$ cat src/usb_defines.svh
`ifndef USB_DEFINES_SVH
`define USB_DEFINES_SVH

// Token PIDs, low nibble of the PID byte
`define USB_PID_SETUP 4'b1101
`define USB_PID_IN 4'b1001
`define USB_PID_OUT 4'b0001

// Data PIDs
`define USB_PID_DATA0 4'b0011
`define USB_PID_DATA1 4'b1011

// Handshake PIDs
`define USB_PID_ACK 4'b0010
`define USB_PID_NAK 4'b1010
`define USB_PID_STALL 4'b1110

// Standard request codes, second byte of the setup packet
`define USB_REQ_GET_STATUS 8'h00
`define USB_REQ_SET_ADDRESS 8'h05
`define USB_REQ_SET_CONFIGURATION 8'h09

// Setup packet length in bytes
`define USB_SETUP_BYTES 8

// Set to 1 so that SETUP is only taken on endpoint 0
`define USB_EP0_ONLY 1'b1

`endif

$ cat src/usb_pkg.sv
`include "usb_defines.svh"

package usb_pkg;

  // Decoded token packet
  typedef struct packed {
    logic [3:0] pid;
    logic [6:0] addr;
    logic [3:0] endp;
  } usb_token_t;

  // One payload byte, tagged with its DATA0/DATA1 PID
  typedef struct packed {
    logic [7:0] data;
    logic [3:0] pid;
    logic       last;
  } usb_data_t;

  // Setup packet
  // Byte view is filled in bus order, byte 0 lands in the low bits
  // Field view sees the little-endian 16-bit words directly
  typedef union packed {
    logic [`USB_SETUP_BYTES-1:0][7:0] bytes;
    struct packed {
      logic [15:0] length;
      logic [15:0] index;
      logic [15:0] value;
      logic [7:0]  request;
      logic [7:0]  rtype;
    } fields;
  } usb_setup_u;

  // Request handed to the standard-request stage
  // start pulses once all setup bytes are in, active spans the transfer
  typedef struct packed {
    usb_setup_u setup;
    logic       start;
    logic       active;
  } usb_req_t;

endpackage

$ cat src/usb_ctrl_top.sv
module usb_ctrl_top (
  input  logic       clock,
  input  logic       reset,
  input  logic       rx_valid_i,
  input  logic       rx_last_i,
  input  logic [7:0] rx_data_i,
  input  logic       hsk_sent_i,
  input  logic       timeout_i,
  output logic       ctrl_start_o,
  output logic       ctrl_select_o,
  output logic       zdp_o,
  output logic       parity_o,
  output logic       finish_o,
  output logic       pid_error_o,
  output logic [6:0] usb_addr_o,
  output logic       configured_o,
  output logic       stall_o
);
  import usb_pkg::*;

  // Decoder to control stage
  logic       tok_valid;
  usb_token_t tok;
  logic       dat_valid;
  usb_data_t  dat;
  logic       hsk_recv;

  // Control stage to request stage
  usb_req_t   req;
  logic       finish;

  // Fed back to qualify the next SETUP
  logic [6:0] usb_addr;

  usb_token_decoder u_decoder (
    .clock      (clock),
    .reset      (reset),
    .rx_valid_i (rx_valid_i),
    .rx_last_i  (rx_last_i),
    .rx_data_i  (rx_data_i),
    .tok_valid_o(tok_valid),
    .tok_o      (tok),
    .dat_valid_o(dat_valid),
    .dat_o      (dat),
    .hsk_recv_o (hsk_recv),
    .pid_error_o(pid_error_o)
  );

  usb_ctrl_transfer u_ctrl (
    .clock        (clock),
    .reset        (reset),
    .usb_addr_i   (usb_addr),
    .tok_valid_i  (tok_valid),
    .tok_i        (tok),
    .dat_valid_i  (dat_valid),
    .dat_i        (dat),
    .hsk_recv_i   (hsk_recv),
    .hsk_sent_i   (hsk_sent_i),
    .timeout_i    (timeout_i),
    .ctrl_start_o (ctrl_start_o),
    .ctrl_select_o(ctrl_select_o),
    .zdp_o        (zdp_o),
    .parity_o     (parity_o),
    .finish_o     (finish),
    .req_o        (req)
  );

  usb_std_request u_stdreq (
    .clock       (clock),
    .reset       (reset),
    .req_i       (req),
    .finish_i    (finish),
    .usb_addr_o  (usb_addr),
    .configured_o(configured_o),
    .stall_o     (stall_o)
  );

  assign finish_o = finish;
  assign usb_addr_o = usb_addr;

endmodule

$ cat src/usb_ctrl_transfer.sv
`include "usb_defines.svh"

module usb_ctrl_transfer (
  input  logic                clock,
  input  logic                reset,
  input  logic [6:0]          usb_addr_i,
  input  logic                tok_valid_i,
  input  usb_pkg::usb_token_t tok_i,
  input  logic                dat_valid_i,
  input  usb_pkg::usb_data_t  dat_i,
  input  logic                hsk_recv_i,
  input  logic                hsk_sent_i,
  input  logic                timeout_i,
  output logic                ctrl_start_o,
  output logic                ctrl_select_o,
  output logic                zdp_o,
  output logic                parity_o,
  output logic                finish_o,
  output usb_pkg::usb_req_t   req_o
);
  import usb_pkg::*;

  // One-hot state encoding
  localparam logic [3:0] ST_IDLE = 4'b0001;
  localparam logic [3:0] ST_SETUP = 4'b0010;
  localparam logic [3:0] ST_DATA = 4'b0100;
  localparam logic [3:0] ST_STATUS = 4'b1000;

  logic [3:0] state_q;
  logic [3:0] state_d;
  logic       sel_w;
  logic       cap_w;
  logic       data_ack_w;
  logic       end_w;
  logic       abort_w;
  logic       zdp_w;
  logic       start_out_q;
  logic       select_q;
  logic       zdp_q;
  logic       par_q;
  logic       finish_q;
  logic       start_q;
  logic       active_q;
  logic [2:0] ptr_q;
  usb_setup_u setup_q;

  // SETUP to our address, endpoint 0, only from idle
  assign sel_w = state_q == ST_IDLE && tok_valid_i && tok_i.pid == `USB_PID_SETUP &&
                 tok_i.addr == usb_addr_i && (!`USB_EP0_ONLY || tok_i.endp == 4'd0);

  // DATA0 bytes of the setup packet, until all are in
  assign cap_w = state_q == ST_SETUP && dat_valid_i && dat_i.pid == `USB_PID_DATA0 &&
                 !active_q;

  // Data stage ack comes from whoever received the data
  // Bit 7 of the request type set means device to host
  assign data_ack_w = setup_q.fields.rtype[7] ? hsk_recv_i : hsk_sent_i;

  // Status stage ends on any handshake or a timeout
  assign end_w = state_q == ST_STATUS && !finish_q &&
                 (hsk_sent_i || hsk_recv_i || timeout_i);

  always_comb begin
    state_d = state_q;
    zdp_w = 1'b0;
    abort_w = 1'b0;
    case (state_q)
      ST_IDLE: begin
        if (sel_w) begin
          state_d = ST_SETUP;
        end
      end
      ST_SETUP: begin
        // Leave only once the whole setup packet was acked
        if (hsk_sent_i && active_q) begin
          if (setup_q.fields.length == 16'd0) begin
            state_d = ST_STATUS;
            zdp_w = 1'b1;
          end else begin
            state_d = ST_DATA;
          end
        end else if (timeout_i) begin
          state_d = ST_IDLE;
          abort_w = 1'b1;
        end
      end
      ST_DATA: begin
        if (data_ack_w) begin
          state_d = ST_STATUS;
          // Host sent data, so we owe a zero-length status packet
          zdp_w = hsk_sent_i;
        end else if (timeout_i) begin
          state_d = ST_IDLE;
          abort_w = 1'b1;
        end
      end
      ST_STATUS: begin
        if (finish_q) begin
          state_d = ST_IDLE;
        end
      end
      default: begin
        state_d = ST_IDLE;
      end
    endcase
  end

  always_ff @(posedge clock) begin
    if (reset) begin
      state_q <= ST_IDLE;
      start_out_q <= 1'b0;
      select_q <= 1'b0;
      zdp_q <= 1'b0;
      par_q <= 1'b0;
      finish_q <= 1'b0;
    end else begin
      state_q <= state_d;
      start_out_q <= sel_w;
      zdp_q <= zdp_w;
      finish_q <= end_w;
      // Select drops the cycle after finish
      if (sel_w) begin
        select_q <= 1'b1;
      end else if (finish_q || abort_w) begin
        select_q <= 1'b0;
      end
      // Data toggle tracking
      case (state_q)
        ST_IDLE: par_q <= 1'b0;
        ST_SETUP: if (hsk_sent_i) par_q <= 1'b1;
        ST_DATA: if (hsk_sent_i || hsk_recv_i) par_q <= ~par_q;
        default: par_q <= 1'b1;
      endcase
    end
  end

  // Setup byte pointer and request handshake
  always_ff @(posedge clock) begin
    if (reset) begin
      ptr_q <= 3'd0;
      start_q <= 1'b0;
      active_q <= 1'b0;
    end else begin
      start_q <= cap_w && ptr_q == 3'(`USB_SETUP_BYTES - 1);
      if (sel_w) begin
        ptr_q <= 3'd0;
      end else if (cap_w) begin
        // Short packet, start over with the next DATA0
        if (dat_i.last && ptr_q != 3'(`USB_SETUP_BYTES - 1)) begin
          ptr_q <= 3'd0;
        end else begin
          ptr_q <= ptr_q + 3'd1;
        end
      end
      if (cap_w && ptr_q == 3'(`USB_SETUP_BYTES - 1)) begin
        active_q <= 1'b1;
      end else if (finish_q || abort_w) begin
        active_q <= 1'b0;
      end
    end
  end

  always_ff @(posedge clock) begin
    if (cap_w) begin
      setup_q.bytes[ptr_q] <= dat_i.data;
    end
  end

  assign ctrl_start_o = start_out_q;
  assign ctrl_select_o = select_q;
  assign zdp_o = zdp_q;
  assign parity_o = par_q;
  assign finish_o = finish_q;
  assign req_o.setup = setup_q;
  assign req_o.start = start_q;
  assign req_o.active = active_q;

  a_state_onehot : assert property (@(posedge clock) disable iff (reset)
    $onehot(state_q));

  // Finish closes an open transfer, and select follows it down
  a_finish_in_select : assert property (@(posedge clock) disable iff (reset)
    finish_o |-> ctrl_select_o ##1 !ctrl_select_o);

endmodule

$ cat src/usb_std_request.sv
`include "usb_defines.svh"

module usb_std_request (
  input  logic              clock,
  input  logic              reset,
  input  usb_pkg::usb_req_t req_i,
  input  logic              finish_i,
  output logic [6:0]        usb_addr_o,
  output logic              configured_o,
  output logic              stall_o
);

  logic [7:0]  request_w;
  logic [15:0] value_w;
  logic        std_w;
  logic        is_set_addr_w;
  logic        is_set_cfg_w;
  logic        is_get_status_w;
  logic        supported_w;
  logic [6:0]  addr_q;
  logic [6:0]  pend_addr_q;
  logic        pend_q;
  logic        cfg_q;
  logic        stall_q;

  assign request_w = req_i.setup.fields.request;
  assign value_w = req_i.setup.fields.value;

  // Type bits 6:5 are zero for standard requests
  assign std_w = req_i.setup.fields.rtype[6:5] == 2'b00;

  assign is_set_addr_w = std_w && request_w == `USB_REQ_SET_ADDRESS;
  assign is_set_cfg_w = std_w && request_w == `USB_REQ_SET_CONFIGURATION;
  assign is_get_status_w = std_w && request_w == `USB_REQ_GET_STATUS;
  assign supported_w = is_set_addr_w || is_set_cfg_w || is_get_status_w;

  always_ff @(posedge clock) begin
    if (reset) begin
      addr_q <= 7'd0;
      pend_q <= 1'b0;
      cfg_q <= 1'b0;
      stall_q <= 1'b0;
    end else begin
      if (req_i.start) begin
        pend_q <= is_set_addr_w;
        stall_q <= !supported_w;
        // Any nonzero configuration value counts as configured
        if (is_set_cfg_w) begin
          cfg_q <= value_w[7:0] != 8'd0;
        end
      end else if (finish_i || !req_i.active) begin
        // Transfer over or aborted
        pend_q <= 1'b0;
        stall_q <= 1'b0;
      end
      // New address only after the status stage, which still
      // runs at the old one
      if (finish_i && pend_q) begin
        addr_q <= pend_addr_q;
      end
    end
  end

  always_ff @(posedge clock) begin
    if (req_i.start && is_set_addr_w) begin
      pend_addr_q <= value_w[6:0];
    end
  end

  assign usb_addr_o = addr_q;
  assign configured_o = cfg_q;
  assign stall_o = stall_q;

  // Address only moves at the end of a SET_ADDRESS transfer
  a_addr_commit : assert property (@(posedge clock) disable iff (reset)
    $changed(addr_q) |-> $past(finish_i && req_i.active &&
                               request_w == `USB_REQ_SET_ADDRESS));

endmodule

$ cat src/usb_token_decoder.sv
`include "usb_defines.svh"

module usb_token_decoder (
  input  logic                clock,
  input  logic                reset,
  input  logic                rx_valid_i,
  input  logic                rx_last_i,
  input  logic [7:0]          rx_data_i,
  output logic                tok_valid_o,
  output usb_pkg::usb_token_t tok_o,
  output logic                dat_valid_o,
  output usb_pkg::usb_data_t  dat_o,
  output logic                hsk_recv_o,
  output logic                pid_error_o
);
  import usb_pkg::*;

  // Byte position inside the packet, parks at 3 on long payloads
  logic [1:0] pos_q;
  // Rest of a packet with a bad PID is thrown away
  logic       drop_q;
  logic [3:0] pid_q;
  logic [7:0] tok_lo_q;
  logic       first_w;
  logic       body_w;
  logic       pid_ok_w;
  logic       is_token_w;
  logic       is_data_w;
  logic       tok_valid_q;
  logic       dat_valid_q;
  logic       hsk_q;
  logic       err_q;
  usb_token_t tok_q;
  usb_data_t  dat_q;

  assign first_w = rx_valid_i && pos_q == 2'd0;
  assign body_w = rx_valid_i && pos_q != 2'd0 && !drop_q;

  // Upper nibble must be the complement of the lower one
  assign pid_ok_w = rx_data_i[7:4] == ~rx_data_i[3:0];

  assign is_token_w = pid_q == `USB_PID_SETUP || pid_q == `USB_PID_IN ||
                      pid_q == `USB_PID_OUT;
  assign is_data_w = pid_q == `USB_PID_DATA0 || pid_q == `USB_PID_DATA1;

  // Packet framing
  always_ff @(posedge clock) begin
    if (reset) begin
      pos_q <= 2'd0;
      drop_q <= 1'b0;
    end else if (rx_valid_i) begin
      if (rx_last_i) begin
        pos_q <= 2'd0;
        drop_q <= 1'b0;
      end else begin
        if (pos_q != 2'd3) begin
          pos_q <= pos_q + 2'd1;
        end
        if (first_w) begin
          drop_q <= !pid_ok_w;
        end
      end
    end
  end

  // PID of the current packet and the first token byte
  always_ff @(posedge clock) begin
    if (first_w && pid_ok_w) begin
      pid_q <= rx_data_i[3:0];
    end
    if (body_w && pos_q == 2'd1) begin
      tok_lo_q <= rx_data_i;
    end
  end

  // Event pulses, one cycle after the byte that completes them
  always_ff @(posedge clock) begin
    if (reset) begin
      err_q <= 1'b0;
      hsk_q <= 1'b0;
      tok_valid_q <= 1'b0;
      dat_valid_q <= 1'b0;
    end else begin
      err_q <= first_w && !pid_ok_w;
      hsk_q <= first_w && pid_ok_w && rx_last_i && rx_data_i[3:0] == `USB_PID_ACK;
      // Token is exactly PID plus two bytes
      tok_valid_q <= body_w && is_token_w && pos_q == 2'd2 && rx_last_i;
      dat_valid_q <= body_w && is_data_w;
    end
  end

  // Token fields come from the low 11 bits, CRC5 is ignored
  always_ff @(posedge clock) begin
    if (body_w && pos_q == 2'd2) begin
      tok_q.pid <= pid_q;
      tok_q.addr <= tok_lo_q[6:0];
      tok_q.endp <= {rx_data_i[2:0], tok_lo_q[7]};
    end
    if (body_w) begin
      dat_q.data <= rx_data_i;
      dat_q.pid <= pid_q;
      dat_q.last <= rx_last_i;
    end
  end

  assign tok_valid_o = tok_valid_q;
  assign tok_o = tok_q;
  assign dat_valid_o = dat_valid_q;
  assign dat_o = dat_q;
  assign hsk_recv_o = hsk_q;
  assign pid_error_o = err_q;

  // A byte is either token or payload, never both
  a_tok_dat_excl : assert property (@(posedge clock) disable iff (reset)
    !(tok_valid_o && dat_valid_o));

endmodule

$ cat config.mk
export PLATFORM = sky130hd
export DESIGN_NAME = usb_ctrl_top
export DESIGN_NICKNAME = d
export VERILOG_FILES = /design/src/usb_pkg.sv /design/src/usb_ctrl_top.sv /design/src/usb_ctrl_transfer.sv /design/src/usb_std_request.sv /design/src/usb_token_decoder.sv
export VERILOG_INCLUDE_DIRS = /design/src /design/src/src
export SDC_FILE = /design/constraint.sdc
export NUM_CORES = 1
export LEC_CHECK = 0
export BUFFER_PORTS_ARGS = -buffer_cell sky130_fd_sc_hd__buf_4
export CAP_MARGIN = 0
export CORE_UTILIZATION = 59
export DETAILED_ROUTE_END_ITERATION = 7
export GPL_TIMING_DRIVEN = 1
export PLACE_DENSITY = 0.78
export SETUP_SLACK_MARGIN = 0.4
export SKIP_LAST_GASP = 1
export SYNTH_ARGS = -nofsm -noshare
export SYNTH_HDL_FRONTEND = slang
export SYNTH_SLANG_ARGS = --single-unit
$ cat constraint.sdc
create_clock -name clock -period 3.9 [get_ports clock]
set_clock_uncertainty 0.15 [all_clocks]
set_input_delay 0.39 -clock clock [delete_from_list [all_inputs] [get_ports clock]]
set_output_delay 0.39 -clock clock [all_outputs]
set_load 0.05 [all_outputs]
==> run summary, run 1 <==
The count of buffers added on input and output ports is 28. The number of max-slew violations in the final report came out at 0. Traced cell by cell, the critical path runs through or4b_1, nor4_4, nand2_1, nor3b_2. The core region is 6830 um2. The sum of negative setup slack is 0 ns.

After detailed routing, the number of remaining DRC violations is 0. The worst setup path is launched from a flip-flop. Setup repair after global routing left no endpoint under its margin. The fraction of layout cells with a size suffix above 1 works out to 0.176. The share of power burned in registers was 0.450; the number of warnings printed during yosys synthesis was 0.

The mapped netlist covers 4180 um2. In the synthesized netlist, the number of instances is 288. The logs give 4 for the maximum level of the CTS H-tree and 0.737 for the post-synthesis sequential area ratio. After clock tree synthesis, the clock-pin slew on the worst setup and hold paths is 0.05 ns. The portion of total power attributed to combinational logic is 0.020, and the total CTS buffers is 17. The initial cell density of the core is 0.612, and the number of nets in the synthesized netlist is 308. For the worst setup path, the data arrival time is 2.91 ns. Detailed routing placed a total of 449 um of wire on met3.

The run gives 30 as the number of rows in the core area. The kind of capture point of the worst setup path is a flip-flop. The tools report the startpoint of the lowest-slack hold path as hsk_sent_i.

Number of failing hold endpoints at the final stage: 0. Counting distinct cell types in the post-synthesis netlist gives 43. Once layout is done, the placed cells without fillers occupy 5190 um2.

The required time of the worst setup path is 3.88 ns. The worst register-to-register path begins at u_ctrl.state_q[3]$_SDFFE_PP0P_. The post-detailed-route count of antenna-violating nets came out at 0.

The total power divided by cell area was 555 nW/um2; the worst hold slack after final layout was 0.0578 ns. The tools report the clock tree root buffer cell as clkbuf_8. The tools report the headroom to the max-slew limit as 0.338. The run gives 2521 as the total number of vias. After detailed routing, no signal wire sits above met4. The tools report the switching power summed over all nets as 0.516 mW. The run finished with clean final reports.

The half-perimeter wire length after detailed placement came out at 5100 um. After detailed routing, the average wire length per cell comes to 17.7 um. The via count of the first global-routing pass came out at 2582. Buffers added to address setup during post-CTS repair amount to 0. The count of flip-flops with a built-in enable after synthesis is 82, and the number of violations of the max-capacitance limit is 0. The worst setup path is of the flip-flop to flip-flop kind. 0 antenna diodes ended up in the layout. Measured along the y axis, the die boundary spans 86.2 um. In this run the horizontal extent of the chip is 86.2 um.

Broken down by cell family, the worst path's largest delay share belongs to simple AND/OR/NAND/NOR gates. The run gives 0 as the number of setup violations in the final report. Violation count after the first detailed-route iteration: 216. The number of hold buffers added after CTS was 9.

For this run, the slowest stage of the critical path takes 0.73 ns. For this run the aggregate overflow at the end of global routing stands at 0. TritonCTS built the clock tree. For this run, the detailed router's first-pass iteration total came to 4.

The clock passes through at most 2 buffers. The initial antenna violation count was 0; the share of flip-flops with an asynchronous set or reset after synthesis was 0. The highest net fanout along the worst path is 9, and the count of instances resized after the clock tree is built is 0. For the worst-skew pair, the clock arrives at the later sink with an insertion delay of 0.51 ns. The synthesized area divided by synthesized cell count is 14.5 um2, and the largest vdd supply drop is 0.408 mV.

The floorplan step defined a die boundary enclosing 7430 um2. The area growth from synthesis to layout is 24.1%. The routed length on met1 is 3320 um. The overall power is 2.88 mW. The maximum clock frequency was 342 MHz; the clock sink total was 113. The cell type of the slowest stage on the worst timing path was or4b_1. The final clock period utilization by the worst path is 0.751, and the relative contribution of the clock network to total power is 0.530. Detailed routing placed a total of 4090 um of wire on met2. The tools report the final RePlAce weighted congestion as 0.785. The synthesized design contains 113 register bits. Entering global routing, the biggest net connects 33 pins. The most critical setup path has its startpoint at u_ctrl.state_q[3]$_SDFFE_PP0P_. The total global-route track usage was 0.237; the via density per instance was 5.61. The top flip-flop cell by instance count after synthesis is edfxtp_1. The fraction of power spent switching nets is 0.179. The run gives 29 as the boundary pin count. The first global-routing pass estimated 12500 um of wire. After the last flow step, the layout net total stands at 360. The slew of the pin with the lowest slew margin was 0.979 ns; the static leakage was 1.81 nW. The run gives 4510 um2 as the placed instance area. The routed design has 7950 um of wire. The sum of buffers and inverters on the critical path came out at 0. The path class of the tightest hold or removal check is input pin to flip-flop.

Subtracting the final worst setup slack from the clock period gives 2.93 ns. Cell internal power was estimated by the tool at 2.36 mW.
power by group through the flow:
stage          Combinational, mW  Sequential (mW)  Clock, mW
5_1_grt                   0.0622             1.30       1.59
2_1_floorplan             0.0211             1.32          0
4_1_cts                   0.0573             1.30       1.54
3_3_place_gp              0.0483             1.32          0
6_report                  0.0578             1.30       1.53
3_5_place_dp              0.0498             1.32          0
kinds of logic (layout without fill, tap and decap cells):
group	Yosys count	count (layout)	synth area share
flip-flops	113	113	0.737
AND/OR/NAND/NOR	105	105	0.148
AO/OA/AOI/OAI	38	38	0.0542
XOR/XNOR	13	13	0.0272
buffers and inverters	11	76	0.0102
adder cells (fa/ha/maj)	6	6	0.0180
multiplexers	2	2	0.00479
worst register-to-register path, stage by stage, from the launching register on:
cell and delay [ns]:
dfxtp_1 0.35, or4b_1 0.73, nor4_4 0.51, nand2_1 0.24
nor3b_2 0.58
area by class of cell:
| class | count | area (um2) |
|---|---|---|
| flip-flops and latches | 113 | 3080 |
| fillers | 413 | 1640 |
| multi-input cells | 164 | 1060 |
| clock buffers | 25 | 454 |
| repair buffers | 39 | 315 |
| clock inverters | 7 | 135 |
| well taps | 96 | 120 |
| inverters | 5 | 18.8 |
metal layers:
| layer | global-route usage | vias up |
|---|---|---|
| li1 | - | 1202 |
| met1 | 0.285 | 1213 |
| met2 | 0.403 | 94 |
| met3 | 0.0752 | 12 |
| met4 | 0.0894 | 0 |
| met5 | 0 | - |
worst paths after layout:
path	endpoint	slack [ns]	cells past startpoint
worst max-delay path	u_ctrl.setup_q[55]$_DFFE_PP_	0.97	4
worst min-delay path	u_ctrl.zdp_o$_SDFF_PP0_	0.06	3
worst max register to register	u_ctrl.setup_q[55]$_DFFE_PP_	0.97	4
worst min register to register	u_decoder.tok_o[4]$_DFFE_PP_	0.27	0
sequential cells by signal (all words and copies together) (netlist names), 2 cells and up:
| register | flops |
|---|---|
| u_decoder.pos_q | 2 |
| u_decoder.pid_q | 4 |
| u_ctrl.ptr_q | 3 |
| u_ctrl.state_q | 4 |
| u_decoder.dat_o | 13 |
| u_decoder.tok_o | 15 |
| u_stdreq.pend_addr_q | 7 |
| u_stdreq.usb_addr_o | 7 |
| u_decoder.tok_lo_q | 8 |
| u_ctrl.setup_q | 35 |
stage by stage:
stage / setup WS (ns) / cells / util
6_report: 0.973 / 449 / 0.759
5_1_grt: 0.755 / 449 / 0.759
4_1_cts: 0.978 / 449 / 0.759
3_5_place_dp: 1.07 / 408 / 0.660
3_3_place_gp: 1.16 / 408 / 0.660
2_1_floorplan: 0.998 / 288 / -
synth_stat cells (all sizes together), types with 2 or more instances:
library cell   n  area (um2)
a211oi         4        30.0
a21oi         19        95.1
and2           3        18.8
and4           3        26.3
buf            3        12.5
clkbuf         3        11.3
dfxtp         31         621
edfxtp        82        2460
ha             6        75.1
inv            5        18.8
mux2i          2        20.0
nand2         18        67.6
nand2b         6        37.5
nand3         12        60.1
nand4          3        18.8
nand4b         4        35.0
nor2          14        52.6
nor2b          5        31.3
nor3          10        55.1
nor3b          2        20.0
nor4          11        83.8
nor4b          3        26.3
o21a           2        15.0
o21ai          7        35.0
or3            4        25.0
or4b           3        30.0
xor2          12         105
layout by cell type (no fill, tap or decap), types with 4 or more instances in the layout:
cell	Yosys	routed
nor3_1	9	9
o21ai_0	7	7
dfxtp_1	31	31
ha_1	6	6
clkbuf_16	0	16
clkbuf_1	3	7
nor4_1	10	10
xor2_1	12	12
nand3_1	12	12
edfxtp_1	82	82
a211oi_1	4	4
dlygate4sd3_1	0	9
nand4b_1	4	4
buf_4	0	30
nand2b_1	6	6
or3_1	4	4
a21oi_1	19	19
bufinv_16	0	4
nor2b_1	5	5
nor2_1	14	14
inv_1	5	5
nand2_1	18	18
(Power assumes the default switching activity.)
==> run 2: changes to the inputs <==
--- a/config.mk
+++ b/config.mk
@@ -8,10 +8,10 @@
 export LEC_CHECK = 0
 export BUFFER_PORTS_ARGS = -buffer_cell sky130_fd_sc_hd__buf_4
 export CAP_MARGIN = 0
-export CORE_UTILIZATION = 59
+export CORE_UTILIZATION = 53
 export DETAILED_ROUTE_END_ITERATION = 7
 export GPL_TIMING_DRIVEN = 1
-export PLACE_DENSITY = 0.78
+export PLACE_DENSITY = 0.74
 export SETUP_SLACK_MARGIN = 0.4
 export SKIP_LAST_GASP = 1
 export SYNTH_ARGS = -nofsm -noshare
==> constraint.sdc (replaced) <==
create_clock -name clock -period 2.4 [get_ports clock]
set_clock_uncertainty 0.15 [all_clocks]
set_input_delay 0.24 -clock clock [delete_from_list [all_inputs] [get_ports clock]]
set_output_delay 0.24 -clock clock [all_outputs]
set_load 0.05 [all_outputs]
==> run 2 against run 1 <==
Clock power rose by 56%; core utilization fell by 5.4 points; non-clock buffer count rose by 16; combinational power rose by 75%; critical path depth rose by 1; global-route usage fell by 1.9 points; routed wire length rose by 2.3%; cell count rose by 4.9%; flip-flop and latch count did not move; critical endpoint is now u_ctrl.setup_q[52]$_DFFE_PP_.
==> run summary, run 2 (same netlist as run 1, synthesis figures left out) <==
The startpoint identified for the worst register-to-register timing path is u_ctrl.state_q[3]$_SDFFE_PP0P_. TritonCTS built the clock tree. Broken down by cell family, the worst path's largest delay share belongs to simple AND/OR/NAND/NOR gates.

The logs give 4 for the number of iterations in the first detailed-routing pass and 0 ns for the sum of negative setup slack. The most frequent standard cell in the layout excluding fill and tap cells is edfxtp_1. For the initial cell density of the core, the log shows 0.544.

The kind of capture point of the worst setup path was a flip-flop. In this run the worst path has a maximum fanout of 5. The violation count after the first detailed-route iteration was 177; the number of violations of the max-capacitance limit was 0. The final clock period utilization by the worst path came out at 0.890. For this block, the routed nets add up to 8140 um of wire.

The setup path with the least slack is of type flip-flop to flip-flop. The worst setup path is launched from a flip-flop. 29 I/O pins were placed. The logs give 2593 for the via count of the first global-routing pass and 511 for the number of fill cells. After floorplanning, the core was sized to cover 7690 um2.

For the final-stage net count, the log shows 376. The final RePlAce weighted congestion is 0.803. After detailed routing, the number of remaining DRC violations is 0. The routed length per instance came out at 17.3 um. For the number of rows in the core area, the log shows 32. The start point of the critical path was u_ctrl.state_q[3]$_SDFFE_PP0P_. The total global-route track usage came out at 0.218.

The initial antenna violation count was 0. The total CTS buffers is 17. The largest vdd supply drop is 0.690 mV, and the number of setup violations in the final report is 0. The fraction of layout cells with a size suffix above 1 was 0.260; the static leakage was 1.90 nW. After layout, the minimum clock period comes to 2.14 ns. In this run the tool buffered the top-level ports with 28 buffer cells. After detailed routing, the number of vias per cell comes to 5.49.

The slowest stage of the critical path is the or4b_4 cell. The area growth from synthesis to final layout was 29.7%; the overall power was 4.60 mW. The final route contains 2584 vias.

The sum of buffers and inverters on the critical path came out at 1. For this design the ratio of total power to cell area is 848 nW/um2. The run gives 0 as the antenna diode count. Once detail routing completed, the nets flagged for antenna violations numbered 0.

The run gives 0.705 as the core utilization of the finished layout. The slew of the pin with the lowest slew margin is 0.606 ns. Total grt overflow: 0.

Setup repair after global routing could not meet its margin everywhere. The die extent in x came out at 90.8 um. The tools report the latest clock arrival within the worst-skew pair as 0.50 ns. In the layout the commonest cells are edfxtp_1 (82), buf_4 (36), dfxtp_1 (27). The flow ran to the end, and the final reports show no timing, DRC or antenna violations.

Measured along the y axis, the die boundary spans 90.8 um. The tools report the number of max-slew violations in the final report as 0. The die covers 8250 um2. CTS built an H-tree with a depth of 4.

The tightest min-delay check is of the flip-flop to flip-flop type. Deepest clock path buffer count: 2. STA puts the critical path data arrival time at 2.20 ns. The signal on the critical path passes through or4b_4, nor4_4, nand2_2, nor3b_4, buf_6. For the number of failing hold endpoints at the final stage, the log shows 0. For this design, the sink count on the clock tree is 113.

In this run the most critical hold path is launched from u_decoder.tok_lo_q[1]$_DFFE_PP_. Flip-flop count of the largest register, all copies and words added: 35. The highest cell delay on the worst timing path was 0.55 ns; the headroom to the max-slew limit was 0.595. The tools report the half-perimeter wire length after detailed placement as 5190 um. Entering global routing, the biggest net connects 33 pins. The first global-routing pass estimated 12900 um of wire.

Post-CTS clock slew at the launch and capture registers of the worst setup and hold paths: 0.05 ns. The root buffer cell chosen for the clock tree is clkbuf_8. The required time of the worst setup path is 2.47 ns, and the maximum clock frequency is 468 MHz.
==> run 2: cell types whose count changed in the layout (fill, tap and decap cells not counted), moves of 3 or more <==
cell,before,now
buf_6,0,5
buf_4,30,36
dlygate4sd3_1,9,13
clkbuf_1,7,2
clkinv_2,3,6
dfxtp_1,31,27
dfxtp_2,0,4
==> run 2: final timing paths <==
check	to	slack (ns)	cells past startpoint
setup / recovery	u_ctrl.setup_q[52]$_DFFE_PP_	0.26	5
hold / removal	u_decoder.tok_o[5]$_DFFE_PP_	0.27	0
setup reg to reg	u_ctrl.setup_q[52]$_DFFE_PP_	0.26	5
hold reg to reg	u_decoder.tok_o[5]$_DFFE_PP_	0.27	0
==> run 2: final cells by class <==
type / count / area, um2 / share of cell area
Clock inverter: 10 / 106 / 0.0196
Timing Repair Buffer: 55 / 477 / 0.0879
Tap cell: 102 / 128 / 0.0235
Clock buffer: 22 / 474 / 0.0875
Multi-Input combinational cell: 164 / 1130 / 0.208
Sequential cell: 113 / 3090 / 0.570
Inverter: 5 / 18.8 / 0.00346
==> run 2: layer usage <==
| metal | wire (um) | vias to the layer above | track usage |
|---|---|---|---|
| met5 | 0 | - | 0 |
| met2 | 4060 | 80 | 0.355 |
| met4 | 231 | 0 | 0.120 |
| met1 | 3390 | 1251 | 0.259 |
| met3 | 452 | 15 | 0.0640 |
| li1 | - | 1238 | - |
==> run 2: where the power goes <==
| group | total (mW) | internal [mW] | switching (mW) | leakage, nW |
|---|---|---|---|---|
| Clock | 2.39 | 1.58 | 0.812 | 0.289 |
| Combinational | 0.101 | 0.0455 | 0.0550 | 0.621 |
| Sequential | 2.11 | 2.10 | 0.0110 | 0.990 |
==> run 2: repair_timing <==
action                     CTS  global route
resized for setup           10             7
hold endpoints to repair    47             0
buffers inserted             6             4
hold buffers                13             0
setup endpoints to repair   40            41
pin swaps                    4             7
==> run 2: metrics by stage <==
step	setup slack [ns]	hold slack, ns	area, um2	cells
finish	0.265	0.274	5420	471
global route	0.236	0.277	5420	471
CTS	0.290	0.274	5350	467
detailed placement	0.181	0.259	4570	416
global placement	0.229	0.255	4570	416
floorplan	0.0935	0.189	4230	288
